## config.mk

```make
export PLATFORM = sky130hd
export DESIGN_NAME = dcache_ctrl
export DESIGN_NICKNAME = d
export VERILOG_FILES = /design/src/design/cache_pkg.sv /design/src/design/bus_pkg.sv /design/src/design/dcache_ctrl.sv
export SDC_FILE = /design/constraint.sdc
export NUM_CORES = 1
export LEC_CHECK = 0
export BUFFER_PORTS_ARGS = -buffer_cell sky130_fd_sc_hd__buf_2
export CAP_MARGIN = 5
export CORE_AREA = 2 2 317 319
export DETAILED_ROUTE_END_ITERATION = 12
export DIE_AREA = 0 0 319 321
export GPL_TIMING_DRIVEN = 0
export PLACE_DENSITY_LB_ADDON = 0.2
export SYNTH_ARGS = -nofsm -noshare
export SYNTH_HDL_FRONTEND = slang
export SYNTH_SLANG_ARGS = --single-unit
```

## constraint.sdc

```tcl
create_clock -name clk -period 6.07 [get_ports clk]
set_clock_uncertainty 0.1 [all_clocks]
set_input_delay 0.9105 -clock clk [delete_from_list [all_inputs] [get_ports clk]]
set_output_delay 0.9105 -clock clk [all_outputs]
set_load 0.005 [all_outputs]
```

## src/design/cache_pkg.sv

```systemverilog
`default_nettype none

package cache_pkg;

    // ========================================
    // Geometry
    // ========================================
    // 1 KB direct mapped, 16-byte lines
    localparam int LINE_WORDS = 4;
    localparam int INDEX_W    = 6;
    localparam int TAG_W      = 22;
    localparam int SETS       = 1 << INDEX_W;

    // CPU byte address split
    // Byte offset field cannot be called byte since that is a keyword
    typedef struct packed {
        logic [TAG_W-1:0]   tag;
        logic [INDEX_W-1:0] index;
        logic [1:0]         word;
        logic [1:0]         byte_ofs;
    } addr_t;

    // One line, seen flat for storage or as words for beats
    typedef union packed {
        logic [LINE_WORDS*32-1:0]        bits;
        logic [LINE_WORDS-1:0][31:0]     words;
    } line_u;

    // Current occupant of the addressed set
    // dirty already qualified with valid
    typedef struct packed {
        logic [TAG_W-1:0] tag;
        logic             dirty;
        line_u            line;
    } victim_t;

    // Whole-line write into the store
    typedef struct packed {
        logic [INDEX_W-1:0] index;
        logic [TAG_W-1:0]   tag;
        line_u              line;
        logic               dirty;
    } fill_t;

    // Byte-enable merge of a store into a word
    function automatic logic [31:0] merge_bytes(input logic [31:0] old_word,
                                                input logic [31:0] new_word,
                                                input logic [3:0]  be);
        logic [31:0] result;
        result = old_word;
        for (int b = 0; b < 4; b++) begin
            if (be[b])
                result[8*b +: 8] = new_word[8*b +: 8];
        end
        return result;
    endfunction

endpackage

`default_nettype wire

```

## src/design/bus_pkg.sv

```systemverilog
`default_nettype none

package bus_pkg;

    // ========================================
    // CPU side
    // ========================================
    typedef struct packed {
        logic                  valid;
        logic                  we;
        logic [3:0]            be;
        cache_pkg::addr_t      addr;
        logic [31:0]           wdata;
    } cpu_req_t;

    // ready is combinational, rdata zero on stores
    typedef struct packed {
        logic        ready;
        logic [31:0] rdata;
    } cpu_rsp_t;

    // ========================================
    // Wishbone side
    // ========================================
    typedef struct packed {
        logic        cyc;
        logic        stb;
        logic        we;
        logic [3:0]  sel;
        logic [31:0] adr;
        logic [31:0] dat;
    } wb_req_t;

    typedef struct packed {
        logic        ack;
        logic [31:0] dat;
    } wb_rsp_t;

    // Memory job handed to the line master
    typedef enum logic [1:0] {
        LINE_READ,
        LINE_WRITE,
        SINGLE
    } line_op_e;

    typedef struct packed {
        line_op_e          op;
        logic [31:0]       base;
        cache_pkg::line_u  line;
        logic [31:0]       sdata;
        logic              swe;
        logic [3:0]        sel;
    } line_cmd_t;

endpackage

`default_nettype wire

```

## src/design/dcache_ctrl.sv

```systemverilog
`default_nettype none

module dcache_ctrl #(
    parameter logic [31:0] CACHEABLE_BASE = 32'h8000_0000,
    parameter logic [31:0] CACHEABLE_MASK = 32'hff80_0000
) (
    input  wire logic               clk,
    input  wire logic               rst,
    input  wire bus_pkg::cpu_req_t  cpu_req_i,
    output bus_pkg::cpu_rsp_t       cpu_rsp_o,
    input  wire logic               hit_i,
    input  wire logic [31:0]        hit_word_i,
    input  wire cache_pkg::victim_t victim_i,
    output logic                    wr_hit_o,
    output cache_pkg::fill_t        fill_o,
    output logic                    fill_valid_o,
    output bus_pkg::line_cmd_t      cmd_o,
    output logic                    start_o,
    input  wire logic               done_i,
    input  wire cache_pkg::line_u   line_i,
    input  wire logic [31:0]        word_i
);

    // Start states pulse start for one cycle, wait states sit until done
    typedef enum logic [2:0] {
        S_IDLE,
        S_WB_START,
        S_WB_WAIT,
        S_RD_START,
        S_RD_WAIT,
        S_BY_START,
        S_BY_WAIT
    } state_e;

    state_e             state_q;
    state_e             state_d;
    bus_pkg::cpu_req_t  req_q;
    cache_pkg::victim_t victim_q;
    cache_pkg::line_u   merged;
    logic               cacheable;
    logic               idle_hit;

    // ========================================
    // Classification
    // ========================================
    assign cacheable = ((cpu_req_i.addr & CACHEABLE_MASK) == CACHEABLE_BASE);
    assign idle_hit  = (state_q == S_IDLE) && cpu_req_i.valid && cacheable && hit_i;

    // Write hits go straight into the store
    assign wr_hit_o = idle_hit && cpu_req_i.we;

    always_comb begin
        state_d = state_q;
        case (state_q)
            S_IDLE: begin
                if (cpu_req_i.valid && !idle_hit) begin
                    if (!cacheable)
                        state_d = S_BY_START;
                    else if (victim_i.dirty)
                        state_d = S_WB_START;
                    else
                        state_d = S_RD_START;
                end
            end
            S_WB_START: state_d = S_WB_WAIT;
            // Eviction finished, refill follows
            S_WB_WAIT:  if (done_i) state_d = S_RD_START;
            S_RD_START: state_d = S_RD_WAIT;
            S_RD_WAIT:  if (done_i) state_d = S_IDLE;
            S_BY_START: state_d = S_BY_WAIT;
            S_BY_WAIT:  if (done_i) state_d = S_IDLE;
            default:    state_d = S_IDLE;
        endcase
    end

    always_ff @(posedge clk or posedge rst) begin
        if (rst) begin
            state_q <= S_IDLE;
        end else begin
            state_q <= state_d;
        end
    end

    // Request and victim held for the whole miss
    always_ff @(posedge clk) begin
        if (state_q == S_IDLE && cpu_req_i.valid && !idle_hit) begin
            req_q    <= cpu_req_i;
            victim_q <= victim_i;
        end
    end

    // ========================================
    // Memory jobs
    // ========================================
    assign start_o = (state_q == S_WB_START) || (state_q == S_RD_START) ||
                     (state_q == S_BY_START);

    always_comb begin
        cmd_o       = '0;
        cmd_o.sdata = req_q.wdata;
        cmd_o.swe   = req_q.we;
        cmd_o.sel   = req_q.be;
        case (state_q)
            S_WB_START: begin
                cmd_o.op   = bus_pkg::LINE_WRITE;
                cmd_o.base = {victim_q.tag, req_q.addr.index, 4'b0000};
                cmd_o.line = victim_q.line;
            end
            S_BY_START: begin
                cmd_o.op   = bus_pkg::SINGLE;
                cmd_o.base = req_q.addr;
            end
            default: begin
                cmd_o.op   = bus_pkg::LINE_READ;
                cmd_o.base = {req_q.addr.tag, req_q.addr.index, 4'b0000};
            end
        endcase
    end

    // ========================================
    // Refill completion
    // ========================================
    // Write-allocate: store lands on top of the fetched word
    always_comb begin
        merged = line_i;
        if (req_q.we)
            merged.words[req_q.addr.word] = cache_pkg::merge_bytes(
                line_i.words[req_q.addr.word], req_q.wdata, req_q.be);
    end

    assign fill_o.index  = req_q.addr.index;
    assign fill_o.tag    = req_q.addr.tag;
    assign fill_o.line   = merged;
    assign fill_o.dirty  = req_q.we;
    assign fill_valid_o  = (state_q == S_RD_WAIT) && done_i;

    // ========================================
    // CPU response
    // ========================================
    always_comb begin
        cpu_rsp_o = '0;
        if (idle_hit) begin
            cpu_rsp_o.ready = 1'b1;
            cpu_rsp_o.rdata = cpu_req_i.we ? 32'h0 : hit_word_i;
        end else if (state_q == S_RD_WAIT && done_i) begin
            // Requested word comes from the live line
            cpu_rsp_o.ready = 1'b1;
            cpu_rsp_o.rdata = req_q.we ? 32'h0 : line_i.words[req_q.addr.word];
        end else if (state_q == S_BY_WAIT && done_i) begin
            cpu_rsp_o.ready = 1'b1;
            cpu_rsp_o.rdata = req_q.we ? 32'h0 : word_i;
        end
    end

endmodule

`default_nettype wire

```

==> flow_metrics.py <==
metrics = {
    "cts": {
        "cts_buffers": 31,
        "clockBufferDepth": 3,
        "cts_tree": "built",
        "htree_levels": 1,
        "postCtsSetupRepairBufs": 0,
        "clk_latency_ps": 600,
        "clock_sinks": 222,
        "ctsResizeCount": 0,
        "cts_hold_buf": 0,
        "cts-root-buf": "clkbuf_16",
        "clkTransAtPathRegs_ps": 60,
    },
    "logic_synthesis": {
        "synth_cell_types": 47,
        "synth_edf_count": 219,
        "yosysMostFrequentCell": "edfxtp_1",
        "async_flop_share": 0.01351,
        "yosys_warnings": 0,
        "syn_inst": 1013,
        "synth_common_cells": "219 x edfxtp_1, 130 x and2_1, 129 x a31oi_1",
        "ys_ff_latch": 222,
        "synth.avg_cell_area_um2": 12.28,
        "ys_seq_area_frac": 0.5347,
        "synth_nets": 1430,
        "synth_area_leader_cell": "edfxtp_1",
        "synth_area_mm2": 0.01244,
        "synth_top_area_share": 0.5287,
        "synth_ff_type": "edfxtp_1",
        "yosys-top-cells-area": "edfxtp_1 53%, and2_1 6.5%, a31oi_1 6.5%, buf_4 5.3%, mux4_2 4.7%",
    },
    "route": {
        "wl_um": 71570,
        "route.vias.total": 12270,
        "drcViolationCount": 0,
        "drt-initial-drc-count": 662,
        "drtPass1Iterations": 7,
        "wire_per_inst_um": 22.51,
        "ant_nets": 0,
        "via_per_inst": 3.860,
    },
    "cells_and_area": {
        "utilization": 0.1934,
        "n_fill_cell": 11170,
        "drive_gt1_frac": 0.6011,
        "syn_to_final_growth_pct": 54.39,
        "fin_nets": 2274,
        "stdcell_count": 3180,
    },
    "die": {
        "io_pins": 809,
        "die_y_um": 321,
        "design.die.area_mm2": 0.1024,
        "start_util": 0.1253,
        "num_rows": 116,
        "core_area_mm2": 0.09928,
        "fp.dieW_um": 319,
    },
    "setup_path": {
        "worst-endpoint-required_ps": 5060,
        "end_kind": "primary output",
        "worstPathArrival_ps": 3460,
        "cp-start-kind": "flip-flop",
        "worstSetupPathType": "flip-flop to primary output",
        "cp_max_fo": 10,
    },
    "power_and_ir_drop": {
        "ir_drop_uv": 211.3,
        "leakage_nw": 8.405,
        "powerDensity_mw_per_mm2": 339.1,
    },
    "timing": {
        "tightestPinTransition_ps": 1239,
        "max-slew-margin-rel": 0.1740,
        "max_freq_mhz": 223.8,
        "slew_violations": 0,
        "setup_viol": 0,
        "period_share": 0.7361,
        "layout_min_cycle_time_ps": 4468,
        "final-hold-violation-count": 0,
        "rsz0062_at_grt": "no",
    },
    "place": {
        "dp_cells": 3122,
        "gp_congestion": 0.8909,
        "port_buffers": 808,
        "dp_hpwl_um": 58450,
    },
    "global_routing": {
        "grt_pass1_wl_um": 97610,
        "grt_use_total": 0.1323,
        "grt_pass1_vias": 13020,
        "antenna_found_initial": 17,
        "grt-ovfl-total": 0,
        "grt_max_degree": 63,
    },
    "worst_hold_path": {
        "hold_path_class": "input port to asynchronous set/reset pin",
    },
    "status": {
        "status": "finished, final reports clean",
    },
    "run": {
        "drv_cap": 0,
    },
}
[logic make-up after synthesis]
group / count (synthesis) / synth area share
muxes: 55 / 0.08047
DFF: 222 / 0.5347
and+or+nand+nor: 352 / 0.1567
xor gates and xnor gates: 1 / 0.0007042
buffers and inverters: 184 / 0.09264
AOI/OAI and AO/OA: 199 / 0.1348
[registers in the layout, summed over array words and instances (netlist names)]
name      count
cmd_o        37
victim_q    150
req_q         4
fill_o       28
state_q       3
[final timing paths]
check | from | endpoint | slack (ps) | cells after the start
worst max-delay path | cmd_o[0]$_DFFE_PP_ | fill_o[66] | 1600 | 4
max in group asynchronous | rst | state_q[2]$_DFFE_PP0P_ | 5670 | 2
min in group clk | cpu_req_i[54] | fill_o[141]$_DFFE_PP_ | 370 | 1
worst max register to register | state_q[0]$_DFFE_PP0P_ | victim_q[28]$_DFFE_PP_ | 2870 | 6
worst min-delay path | rst | state_q[1]$_DFFE_PP0P_ | 70 | 2
worst min register to register | state_q[0]$_DFFE_PP0P_ | state_q[2]$_DFFE_PP0P_ | 570 | 2
[cell type report]
| type | instances | area [um2] | area share |
|---|---|---|---|
| flip-flops and latches | 222 | 6651 | 0.3463 |
| multi-input cells | 607 | 4638 | 0.2415 |
| repair buffers | 811 | 4126 | 0.2149 |
| well taps | 1298 | 1624 | 0.08457 |
| plain buffers | 149 | 1021 | 0.05316 |
| clock buffers | 35 | 790.8 | 0.04118 |
| clock inverters | 21 | 216.5 | 0.01127 |
| inverters | 35 | 131.4 | 0.006841 |
| diodes | 2 | 5.005 | 0.0002606 |
[critical path: stages, from the launching register on]
cell and delay [ps]:
edfxtp_1 850, clkbuf_1 860, nand2_1 300, a31oi_1 580, buf_2 230
[metrics by stage]
| stage | power (mW) | cell area [um2] | setup slack [ps] | hold WS [ps] | TNS [ps] |
|---|---|---|---|---|---|
| 2_1_floorplan | 3.459 | 12440 | 1598 | 521.8 | 0 |
| 3_3_place_gp | 4.763 | 18110 | -384.1 | 557.4 | -66610 |
| 3_5_place_dp | 4.749 | 18190 | 2027 | 564.8 | 0 |
| 4_1_cts | 6.655 | 19200 | 1331 | 6.434 | 0 |
| 5_1_grt | 6.871 | 19200 | 1421 | 38.67 | 0 |
| 6_report | 6.512 | 19200 | 1602 | 70.83 | 0 |
[routing by layer]
| layer | vias up | GRT usage | wire length [um] |
|---|---|---|---|
| li1 | 5399 | - | - |
| met1 | 5955 | 0.1471 | 26830 |
| met2 | 767 | 0.2412 | 36370 |
| met3 | 141 | 0.03948 | 6110 |
| met4 | 12 | 0.04067 | 2172 |
| met5 | - | 0 | 83 |
[power by group]
part	switching, mW	internal, mW
registers	0.126	2.08
clock network	0.775	1.07
logic	1.47	0.998
total	2.37	4.14
[cell usage in the layout, fill, tap and decap left out, types with 5 or more instances in the layout]
cell       count
mux4_1         6
clkinv_2       5
o221ai_2      25
a31oi_1      129
inv_1         35
buf_2        836
buf_6          7
o31ai_2       29
nand2_1       34
buf_4         88
mux2_2        22
nor2_1       128
o221ai_1       7
edfxtp_1     219
and3_1         6
clkbuf_16     31
nand2b_1       7
mux4_2        26
clkbuf_2       9
and2_1       129
nand2b_2      25
clkbuf_1      18
nor2b_1        6
Power figures use the tool's default switching activity.
