File: config.mk
export PLATFORM = sky130hd
export DESIGN_NAME = wb_line_master
export DESIGN_NICKNAME = d
export VERILOG_FILES = /design/src/design/cache_pkg.sv /design/src/design/bus_pkg.sv /design/src/design/wb_line_master.sv
export SDC_FILE = /design/constraint.sdc
export NUM_CORES = 1
export LEC_CHECK = 0
export BUFFER_PORTS_ARGS = -buffer_cell sky130_fd_sc_hd__buf_4
export CORE_ASPECT_RATIO = 0.7
export CORE_MARGIN = 4
export CORE_UTILIZATION = 25
export CTS_BUF_LIST = sky130_fd_sc_hd__clkbuf_4 sky130_fd_sc_hd__clkbuf_8
export CTS_CLUSTER_DIAMETER = 150
export DETAILED_ROUTE_END_ITERATION = 12
export PLACE_DENSITY_LB_ADDON = 0.2
export SETUP_SLACK_MARGIN = 0.2
export SLEW_MARGIN = 40
export SYNTH_ARGS = -nofsm -noshare
export SYNTH_HDL_FRONTEND = slang
export SYNTH_SLANG_ARGS = --single-unit
File: constraint.sdc
create_clock -name clk -period 12.9 [get_ports clk]
set_input_delay 0.645 -clock clk [delete_from_list [all_inputs] [get_ports clk]]
set_output_delay 0.645 -clock clk [all_outputs]
set_load 0.005 [all_outputs]
File: src/design/cache_pkg.sv
`default_nettype none

package cache_pkg;

    // ========================================
    // Geometry
    // ========================================
    // 1 KB direct mapped, 16-byte lines
    localparam int LINE_WORDS = 4;
    localparam int INDEX_W    = 6;
    localparam int TAG_W      = 22;
    localparam int SETS       = 1 << INDEX_W;

    // CPU byte address split
    // Byte offset field cannot be called byte since that is a keyword
    typedef struct packed {
        logic [TAG_W-1:0]   tag;
        logic [INDEX_W-1:0] index;
        logic [1:0]         word;
        logic [1:0]         byte_ofs;
    } addr_t;

    // One line, seen flat for storage or as words for beats
    typedef union packed {
        logic [LINE_WORDS*32-1:0]        bits;
        logic [LINE_WORDS-1:0][31:0]     words;
    } line_u;

    // Current occupant of the addressed set
    // dirty already qualified with valid
    typedef struct packed {
        logic [TAG_W-1:0] tag;
        logic             dirty;
        line_u            line;
    } victim_t;

    // Whole-line write into the store
    typedef struct packed {
        logic [INDEX_W-1:0] index;
        logic [TAG_W-1:0]   tag;
        line_u              line;
        logic               dirty;
    } fill_t;

    // Byte-enable merge of a store into a word
    function automatic logic [31:0] merge_bytes(input logic [31:0] old_word,
                                                input logic [31:0] new_word,
                                                input logic [3:0]  be);
        logic [31:0] result;
        result = old_word;
        for (int b = 0; b < 4; b++) begin
            if (be[b])
                result[8*b +: 8] = new_word[8*b +: 8];
        end
        return result;
    endfunction

endpackage

`default_nettype wire

File: src/design/bus_pkg.sv
`default_nettype none

package bus_pkg;

    // ========================================
    // CPU side
    // ========================================
    typedef struct packed {
        logic                  valid;
        logic                  we;
        logic [3:0]            be;
        cache_pkg::addr_t      addr;
        logic [31:0]           wdata;
    } cpu_req_t;

    // ready is combinational, rdata zero on stores
    typedef struct packed {
        logic        ready;
        logic [31:0] rdata;
    } cpu_rsp_t;

    // ========================================
    // Wishbone side
    // ========================================
    typedef struct packed {
        logic        cyc;
        logic        stb;
        logic        we;
        logic [3:0]  sel;
        logic [31:0] adr;
        logic [31:0] dat;
    } wb_req_t;

    typedef struct packed {
        logic        ack;
        logic [31:0] dat;
    } wb_rsp_t;

    // Memory job handed to the line master
    typedef enum logic [1:0] {
        LINE_READ,
        LINE_WRITE,
        SINGLE
    } line_op_e;

    typedef struct packed {
        line_op_e          op;
        logic [31:0]       base;
        cache_pkg::line_u  line;
        logic [31:0]       sdata;
        logic              swe;
        logic [3:0]        sel;
    } line_cmd_t;

endpackage

`default_nettype wire

File: src/design/wb_line_master.sv
`default_nettype none

module wb_line_master (
    input  wire logic               clk,
    input  wire logic               rst,
    input  wire logic               start_i,
    input  wire bus_pkg::line_cmd_t cmd_i,
    output logic                    done_o,
    output cache_pkg::line_u        line_o,
    output logic [31:0]             word_o,
    output bus_pkg::wb_req_t        wb_o,
    input  wire bus_pkg::wb_rsp_t   wb_i
);

    logic               busy_q;
    logic [1:0]         beat_q;
    logic [31:0]        adr_q;
    bus_pkg::line_cmd_t cmd_q;
    cache_pkg::line_u   buf_q;
    logic               single;
    logic               last;

    assign single = (cmd_q.op == bus_pkg::SINGLE);
    // Single transfers end on their only ack
    assign last   = single || (beat_q == 2'(cache_pkg::LINE_WORDS - 1));
    assign done_o = busy_q && wb_i.ack && last;

    // ========================================
    // Beat sequencing
    // ========================================
    always_ff @(posedge clk or posedge rst) begin
        if (rst) begin
            busy_q <= 1'b0;
            beat_q <= 2'd0;
        end else if (!busy_q) begin
            busy_q <= start_i;
            beat_q <= 2'd0;
        end else if (wb_i.ack) begin
            busy_q <= !last;
            beat_q <= beat_q + 2'd1;
        end
    end

    // Job and address step, one word per ack
    always_ff @(posedge clk) begin
        if (!busy_q && start_i) begin
            cmd_q <= cmd_i;
            adr_q <= cmd_i.base;
        end else if (busy_q && wb_i.ack) begin
            adr_q <= adr_q + 32'd4;
        end
    end

    // Read beats collected by word
    always_ff @(posedge clk) begin
        if (busy_q && wb_i.ack && cmd_q.op == bus_pkg::LINE_READ)
            buf_q.words[beat_q] <= wb_i.dat;
    end

    // ========================================
    // Bus drive
    // ========================================
    // Everything below is registered, so it holds until ack
    always_comb begin
        wb_o     = '0;
        wb_o.cyc = busy_q;
        wb_o.stb = busy_q;
        wb_o.adr = adr_q;
        wb_o.we  = (cmd_q.op == bus_pkg::LINE_WRITE) || (single && cmd_q.swe);
        wb_o.sel = single ? cmd_q.sel : 4'hf;
        wb_o.dat = single ? cmd_q.sdata : cmd_q.line.words[beat_q];
    end

    // Last word is taken live off the bus
    always_comb begin
        line_o               = buf_q;
        line_o.words[beat_q] = wb_i.dat;
    end

    assign word_o = wb_i.dat;

endmodule

`default_nettype wire

==> results.json, run 1 <==
{
  "ios": 467,
  "die_x_um": 289,
  "grt_max_degree": 129,
  "gp_congestion": 0.728,
  "vias": 8461,
  "grt_overflow": 0,
  "synth_edf_count": 327,
  "clockBufferDepth": 3,
  "numCtsBuffers": 55,
  "synth_top_area_share": 0.709,
  "setup_viol": 0,
  "seq_area_frac_synth": 0.714,
  "critPathMostFrequentCell": "buf_4",
  "worstSetupPathType": "register to primary output",
  "min_path_type": "input pin to register",
  "ys.flop_type": "edfxtp_1",
  "drtAntennaViolNets": 0,
  "arrival_ns": 2.78,
  "rows": 71,
  "grt_antenna_before_repair": 1,
  "grt_pass1_vias": 8981,
  "syn2layout_area_growth_pct": 38.1,
  "post-route-period-util": 0.265,
  "final_hold_viol_count": 0,
  "cts.sinks": 330,
  "ys_async_sr_fraction": 0.00909,
  "finalNonFillerCells": 2008,
  "die_y_um": 205,
  "skew_ns": 0.0447,
  "p_leak_nw": 7.04,
  "synth_seq_cells": 330,
  "crit_slowest_cell": "ha_4",
  "path_cells": "buf_4 -> ha_4 -> mux2_2 -> buf_4",
  "yosysMostFrequentCell": "edfxtp_1",
  "ys_top_cells_by_count": "327 x edfxtp_1, 160 x mux2_2, 35 x buf_4",
  "synth.distinct_cells": 32,
  "grt_pass1_wl_um": 57500,
  "port-buffer-count": 466,
  "wl_per_cell_um": 19.9,
  "max-vdd-ir-drop_mv": 0.0822,
  "routed_via_density": 4.21,
  "crit_required_ns": 12.26,
  "start_kind": "register",
  "status": "completed",
  "fillers": 5299,
  "syn_avg_cell_area_sq_um": 18.0,
  "cts.clk_slew.worst_paths_ns": 0.07,
  "cts.htree.levels": 2,
  "final_util": 0.352,
  "grt_usage": 0.129,
  "critPathTopFamily": "buffers and inverters",
  "nNetsFinal": 1472,
  "drive_gt1_frac": 0.604,
  "root_buffer": "clkbuf_8",
  "tightest_slew_ns": 0.693,
  "post-route-min-period_ns": 3.42,
  "worst_skew_pair.late_latency_ns": 0.65,
  "yosysWarnings": 0,
  "finalMaxSlewViolations": 0,
  "drc": 0,
  "core_sq_um": 54300,
  "synth.net_count": 1010,
  "drt_iter0_drc": 441,
  "tritoncts": "built",
  "max_freq_ghz": 0.292,
  "setup_tns_ns": 0,
  "path_max_fanout": 36,
  "critical_path_buf_inv_count": 2,
  "slew_headroom": 0.538,
  "synth.largest_area_cell": "edfxtp_1",
  "cpPeakStageDelay_ns": 0.64,
  "start_util": 0.255,
  "drv_cap": 0,
  "die_area_sq_um": 59300,
  "rsz0062_at_grt": "false",
  "yosys-top-cells-area": "edfxtp_1 71%, mux2_2 13%, mux4_2 5.2%",
  "syn-instance-count": 770,
  "netlist_area_sq_um": 13900,
  "antenna_cells": 0,
  "placed_cells_incl_taps": 1904,
  "powerDensity_nw_per_um2": 183,
  "wl_um": 40000,
  "dr.pass1.iters": 5,
  "end_kind": "primary output",
  "dp.final_hpwl_um": 27800
}
[cells by family after synthesis]
group / count (synthesis) / synth area share
AOI/OAI and AO/OA: 43 / 0.0176
muxes: 194 / 0.184
xor gates and xnor gates: 16 / 0.0101
adders and majority gates: 5 / 0.00452
buffers and inverters: 81 / 0.0318
and+or+nand+nor: 101 / 0.0382
DFF: 330 / 0.714
[through the flow]
stage / hold slack (ns) / worst slack (ns) / total power [mW] / instance area (sq um)
floorplan: 0.399 / 2.77 / 2.05 / 13900
global placement: 0.554 / 9.55 / 2.60 / 17900
detailed placement: 0.551 / 10.11 / 2.62 / 18000
CTS: 0.0676 / 9.34 / 3.58 / 19100
global route: 0.0692 / 9.26 / 3.71 / 19100
finish: 0.165 / 9.48 / 3.50 / 19100
[cells in the final DEF (no fill, tap or decap), drive strengths merged, types with 5 or more instances in the layout]
cell type / netlist / routed
xnor2: 14 / 14
clkbuf: 20 / 75
buf: 51 / 475
nand2: 29 / 29
clkinv: 0 / 27
or4: 7 / 7
or2: 5 / 5
o31ai: 5 / 5
nand4: 8 / 8
ha: 5 / 5
edfxtp: 327 / 327
nor3: 5 / 5
a31oi: 13 / 13
or3: 9 / 9
nand3: 8 / 8
mux2: 160 / 160
inv: 10 / 10
mux4: 32 / 32
o21ai: 23 / 23
nor2: 19 / 19
[area by class of cell]
cell class,instances,area (sq um),area share
clock buffer,75,907,0.0474
clock inverter,28,184,0.00962
inverter,10,50.0,0.00262
multi-input combinational,359,3580,0.187
sequential,330,9900,0.517
tap,730,913,0.0478
timing repair buffer,476,3600,0.188
[registers in the layout, indices dropped and copies added (netlist names)]
| name | cells |
|---|---|
| buf_q | 128 |
| beat_q | 2 |
| busy_q | 1 |
| adr_q | 32 |
| cmd_q | 167 |
[repair_timing]
item                      4_1_cts  5_1_grt
hold buffers                    1        0
hold endpoints to repair        3        0
gates resized for setup         0        0
buffers inserted                0        0
[where the power goes]
part / internal (mW) / switching [mW] / leakage [nW] / total [mW]
clock: 0.482 / 0.446 / 0.584 / 0.928
sequential: 1.37 / 0.0689 / 3.04 / 1.44
combinational: 0.607 / 0.522 / 3.41 / 1.13
[layer usage]
layer  track usage  share of wire
met1         0.165           0.42
met2         0.208           0.47
met3        0.0471          0.090
met4        0.0330          0.017
met5             0        0.00025
[path summary, 6_finish.rpt]
kind / slack (ns) / endpoint / cells past startpoint / from
worst max-delay path: 9.48 / line_o[105] / 4 / beat_q[1]
worst min-delay path: 0.17 / cmd_q[198] / 1 / cmd_i[198]
worst max register to register: 10.48 / adr_q[30] / 5 / adr_q[2]
worst min register to register: 0.57 / buf_q[5] / 1 / buf_q[5]
max in group asynchronous: 12.25 / busy_q / 3 / rst
min in group asynchronous: 0.47 / beat_q[0] / 3 / rst
Note: power is estimated with default switching activity, not from simulation.
==> run 2: changes to the inputs <==
--- a/config.mk
+++ b/config.mk
@@ -5,6 +5,7 @@
 export SDC_FILE = /design/constraint.sdc
 export NUM_CORES = 1
 export LEC_CHECK = 0
+export ABC_AREA = 1
 export BUFFER_PORTS_ARGS = -buffer_cell sky130_fd_sc_hd__buf_4
 export CORE_ASPECT_RATIO = 0.7
 export CORE_MARGIN = 4
==> constraint.sdc (replaced) <==
create_clock -name clk -period 3.25 [get_ports clk]
set_input_delay 0.1625 -clock clk [delete_from_list [all_inputs] [get_ports clk]]
set_output_delay 0.1625 -clock clk [all_outputs]
set_load 0.005 [all_outputs]
==> run 2 against run 1 <==
  * Clock skew is 0.030 ns lower
  * Non-clock buffer count up 252
  * Cell count is 32% higher
  * Worst setup slack lost 9.1 ns
  * Utilization rose by 3.7 points
  * Critical path depth rose by 1
  * Clock power rose to 4.3 times the previous value
  * Combinational power rose to 3.9 times the previous value
  * Design area rose by 16%
  * Wire length rose by 18%
  * Die area rose by 3.5%
  * Area after synthesis increased by 3.6%
  * Critical endpoint is now line_o[76]
==> results.json, run 2 <==
{
  "status": "completed",
  "routed_via_density": 4.23,
  "yosysWarnings": 0,
  "die_y_um": 208,
  "max-vdd-ir-drop_mv": 0.311,
  "seq_area_frac_synth": 0.690,
  "gr-usage-met3": 0.0411,
  "drive_gt1_frac": 0.374,
  "dpl_cell_area_sq_um": 18600,
  "gp_congestion": 0.791,
  "port-buffer-count": 466,
  "drc": 0,
  "netlist_area_sq_um": 14400,
  "grt.busiest_layer": "met2",
  "syn2layout_area_growth_pct": 54.1,
  "ys.flop_type": "edfxtp_1",
  "largest_register_ffs": 167,
  "ys_top_cells_by_count": "327 x edfxtp_1, 223 x nand2_1, 194 x nor2_1",
  "rows": 73,
  "wl_per_cell_um": 17.8,
  "drv_cap": 0,
  "vias": 11223,
  "setup_tns_ns": 0,
  "slew_headroom": 0.540,
  "grt_usage": 0.148,
  "dp.final_hpwl_um": 32400,
  "fillers": 5459,
  "top_register": "cmd_q",
  "syn_avg_cell_area_sq_um": 12.4,
  "start_util": 0.253,
  "cts.clk_slew.worst_paths_ns": 0.07,
  "grt_pass1_vias": 11767,
  "gr-usage-met2": 0.247,
  "drtAntennaViolNets": 0,
  "post-route-min-period_ns": 2.83,
  "yosysMostFrequentCell": "edfxtp_1",
  "synth_top_area_share": 0.684,
  "powerDensity_nw_per_um2": 636,
  "worstSetupPathType": "register to primary output",
  "synth_edf_count": 327,
  "cts.htree.levels": 2,
  "dr.pass1.iters": 5,
  "drt_iter0_drc": 487,
  "design_area_sq_um": 22100,
  "final_hold_viol_count": 0,
  "crit_required_ns": 3.09,
  "start_kind": "register",
  "synth_seq_cells": 330,
  "post-route-period-util": 0.871,
  "die_area_sq_um": 61400,
  "grt_overflow": 0,
  "ios": 467,
  "synth.largest_area_cell": "edfxtp_1",
  "min_path_type": "input pin to register",
  "skew_ns": 0.0142,
  "setup_viol": 0,
  "placed_cells_incl_taps": 2317,
  "hold_ws_ns": 0.248,
  "die_x_um": 294,
  "grt_max_degree": 71,
  "root_buffer": "clkbuf_8",
  "yosys-top-cells-area": "edfxtp_1 68%, mux2_2 7.1%, nand2_1 5.8%",
  "numCtsBuffers": 55,
  "clockBufferDepth": 3,
  "rrSetupSlack_ns": 1.08,
  "final_util": 0.389,
  "syn-instance-count": 1160,
  "finalMaxSlewViolations": 0,
  "worst_skew_pair.late_latency_ns": 0.62,
  "wl_um": 47100,
  "max_freq_ghz": 0.353,
  "cts.sinks": 330,
  "p_leak_nw": 8.80,
  "grt_pass1_wl_um": 70300,
  "layout_commonest_cell": "buf_4",
  "tritoncts": "built",
  "rsz0062_at_grt": "false",
  "finalNonFillerCells": 2654,
  "nNetsFinal": 2099,
  "end_kind": "primary output",
  "most-common-layout-cells": "486 x buf_4, 327 x edfxtp_1, 235 x dlygate4sd3_1",
  "path_max_fanout": 32,
  "arrival_ns": 2.67,
  "core_sq_um": 56800,
  "synth.distinct_cells": 30,
  "use_met1": 0.189,
  "grt_antenna_before_repair": 0,
  "ys_async_sr_fraction": 0.00909,
  "synth.net_count": 1400,
  "tightest_slew_ns": 0.689
}
## run 2: cell type report
cell class	count	area (sq um)	area share
clock inverters	26	246	0.0111
diodes	1	2.50	0.000113
repair buffers	728	6130	0.277
inverters	35	143	0.00645
well taps	750	938	0.0424
multi-input cells	709	3840	0.174
clock buffers	75	913	0.0413
flip-flops and latches	330	9900	0.448
## run 2: stage by stage
| step | setup WS [ns] | power (mW) |
|---|---|---|
| after global placement | 0.875 | 10.0 |
| after CTS | 0.292 | 14.3 |
| after detailed placement | 0.884 | 10.0 |
| final | 0.419 | 14.1 |
| after global routing | 0.238 | 14.9 |
| after floorplan | -0.723 | 7.78 |
## run 2: critical path: stages (launching register included)
cell and delay, ns:
dfrtp_4 0.66, inv_2 0.16, ha_2 0.18, buf_4 0.46
mux2_2 0.43, buf_4 0.15
## run 2: report_power, final
| part | total [mW] | internal [mW] | leakage (nW) | switching (mW) |
|---|---|---|---|---|
| Sequential | 5.66 | 5.35 | 3.05 | 0.310 |
| Combinational | 4.44 | 2.14 | 5.15 | 2.30 |
| Clock | 3.97 | 2.22 | 0.603 | 1.75 |
## run 2: cells by family after synthesis
| family | count (synthesis) | synth area share |
|---|---|---|
| mux | 96 | 0.0753 |
| buf+inv | 121 | 0.0440 |
| xor+xnor | 4 | 0.00244 |
| simple gates | 489 | 0.141 |
| compound gates | 115 | 0.0432 |
| flops | 330 | 0.690 |
| fa+ha+maj | 5 | 0.00436 |
## run 2: worst paths after layout
path / start / endpoint / cells past startpoint
setup reg to reg: beat_q[0] / buf_q[85] / 4
hold / removal: cmd_i[133] / cmd_q[133] / 2
min in group asynchronous: rst / busy_q / 4
setup / recovery: beat_q[0] / line_o[76] / 5
max in group asynchronous: rst / beat_q[0] / 4
hold reg to reg: buf_q[122] / buf_q[122] / 2
## run 2: timing repair
action                     CTS  global route
hold buffers               235             0
setup endpoints to repair   34             1
resized for setup            2             1
hold endpoints to repair   333             0
buffers inserted             0             0
gates cloned                 0             0
## run 2: layer usage
| layer | up-vias | share of wire |
|---|---|---|
| met1 | 5361 | 0.43 |
| met2 | 338 | 0.47 |
| met4 | 0 | 0.026 |
| met3 | 78 | 0.068 |
| li1 | 5446 | - |
| met5 | - | 0 |
==> run 3: changes to the inputs <==
--- a/config.mk
+++ b/config.mk
@@ -5,11 +5,11 @@
 export SDC_FILE = /design/constraint.sdc
 export NUM_CORES = 1
 export LEC_CHECK = 0
-export ABC_AREA = 1
+export ABC_AREA = 0
 export BUFFER_PORTS_ARGS = -buffer_cell sky130_fd_sc_hd__buf_4
 export CORE_ASPECT_RATIO = 0.7
 export CORE_MARGIN = 4
-export CORE_UTILIZATION = 25
+export CORE_UTILIZATION = 50
 export CTS_BUF_LIST = sky130_fd_sc_hd__clkbuf_4 sky130_fd_sc_hd__clkbuf_8
 export CTS_CLUSTER_DIAMETER = 150
 export DETAILED_ROUTE_END_ITERATION = 12
==> run 3 against run 2 <==
  * Die area down 50%
  * Worst setup slack worse by 0.076 ns
  * Largest cell class unchanged
  * Wire length shrank 8.1%
  * Highest routed layer unchanged
==> results.json, run 3 (synthesis results as in run 1) <==
{
  "tightest_slew_ns": 0.710,
  "start_util": 0.513,
  "rsz0062_at_grt": "false",
  "die_y_um": 147,
  "p_leak_nw": 7.99,
  "max_freq_ghz": 0.344,
  "powerDensity_nw_per_um2": 665,
  "min_path_type": "input pin to async pin",
  "grt_max_degree": 81,
  "post-route-min-period_ns": 2.91,
  "grt.busiest_layer": "met2",
  "drive_gt1_frac": 0.507,
  "slew_headroom": 0.527,
  "syn2layout_area_growth_pct": 51.2,
  "worstSetupPathType": "register to primary output",
  "max-vdd-ir-drop_mv": 0.490,
  "path_max_fanout": 32,
  "dpl_cell_area_sq_um": 17600,
  "top_register": "cmd_q",
  "use_met1": 0.338,
  "core_sq_um": 27000,
  "finalMaxSlewViolations": 0,
  "final_hold_viol_count": 0,
  "gr-usage-met3": 0.0852,
  "cpPeakStageDelay_ns": 0.61,
  "end_kind": "primary output",
  "cts.clk_slew.worst_paths_ns": 0.06,
  "tritoncts": "built",
  "die_area_sq_um": 30500,
  "most-common-layout-cells": "478 x buf_4, 327 x edfxtp_1, 235 x dlygate4sd3_1",
  "setup_viol": 0,
  "crit_required_ns": 3.09,
  "vias": 10000,
  "fillers": 1473,
  "cts.sinks": 330,
  "dpl_worst_slack_ns": 0.778,
  "largest_register_ffs": 167,
  "numCtsBuffers": 50,
  "worst_skew_pair.late_latency_ns": 0.58,
  "skew_ns": 0.0140,
  "grt_pass1_wl_um": 64100,
  "p_total_mw": 13.9,
  "drtAntennaViolNets": 0,
  "layout_commonest_cell": "buf_4",
  "grt_antenna_before_repair": 9,
  "gp_congestion": 0.821,
  "gr-usage-met2": 0.468,
  "status": "completed",
  "drv_cap": 0,
  "grt_pass1_vias": 10603,
  "die_x_um": 207,
  "crit_slowest_cell": "dfrtp_4",
  "rows": 50,
  "root_buffer": "clkbuf_8",
  "path_cells": "buf_4 -> ha_1 -> buf_6 -> mux2_2 -> buf_4",
  "port-buffer-count": 466,
  "design_area_sq_um": 20900,
  "wl_per_cell_um": 23.0,
  "rrSetupSlack_ns": 0.82,
  "dr.pass1.iters": 5,
  "nNetsFinal": 1709,
  "critPathMostFrequentCell": "buf_4",
  "grt_usage": 0.276,
  "setup_slack_ns": 0.344,
  "start_kind": "register",
  "wl_um": 43300,
  "drt_iter0_drc": 711,
  "routed_via_density": 5.32,
  "dp.final_hpwl_um": 26800,
  "arrival_ns": 2.74,
  "cts.htree.levels": 2,
  "grt_overflow": 0,
  "clockBufferDepth": 3,
  "drc": 0,
  "ios": 467,
  "post-route-period-util": 0.894,
  "final_util": 0.775
}
run 3: layout make-up:
type / instances / area (sq um) / area share
well taps: 364 / 455 / 0.0217
flip-flops and latches: 330 / 9900 / 0.473
clock buffers: 67 / 822 / 0.0392
inverters: 10 / 42.5 / 0.00203
diodes: 9 / 22.5 / 0.00108
multi-input cells: 359 / 3540 / 0.169
clock inverters: 24 / 130 / 0.00621
repair buffers: 718 / 6030 / 0.288
run 3: per-stage QoR:
step / std cells / TNS, ns / hold WS, ns
after CTS: 1872 / 0 / 0.0323
final: 1881 / 0 / 0.0742
after global placement: 1546 / 0 / 0.0693
after global routing: 1881 / 0 / 0.0619
after detailed placement: 1546 / 0 / 0.0746
after floorplan: 770 / -93.83 / -0.0839
run 3: final timing paths:
path / startpoint / end / cells after the start
min: rst / beat_q[1] / 3
max: beat_q[1] / line_o[64] / 5
min in group clk: cmd_i[118] / cmd_q[118] / 2
max reg2reg: adr_q[2] / adr_q[28] / 5
max in group asynchronous: rst / beat_q[1] / 3
min reg2reg: buf_q[32] / buf_q[32] / 1
run 3: critical path, delay by kind of cell, from the launching register on:
family / cells / cell delay [ns]
buf+inv: 3 / 0.86
fa+ha+maj: 1 / 0.23
mux: 1 / 0.42
flops: 1 / 0.61
run 3: routing by layer:
layer | wire length, um | share of wire
met5 | 0 | 0
met4 | 1310 | 0.030
met3 | 4110 | 0.095
met2 | 21700 | 0.50
met1 | 16100 | 0.37
run 3: power breakdown:
part	switching (mW)	total, mW	leakage (nW)	internal (mW)
sequential	0.346	5.79	3.04	5.44
clock	1.63	3.36	0.503	1.73
combinational	2.16	4.78	4.44	2.62
run 3: timing repair:
| action | CTS | global route |
|---|---|---|
| buffers inserted | 0 | 0 |
| hold buffers | 235 | 0 |
| gates resized for setup | 1 | 1 |
| setup endpoints to repair | 32 | 19 |
| endpoints found under the hold margin | 332 | 0 |
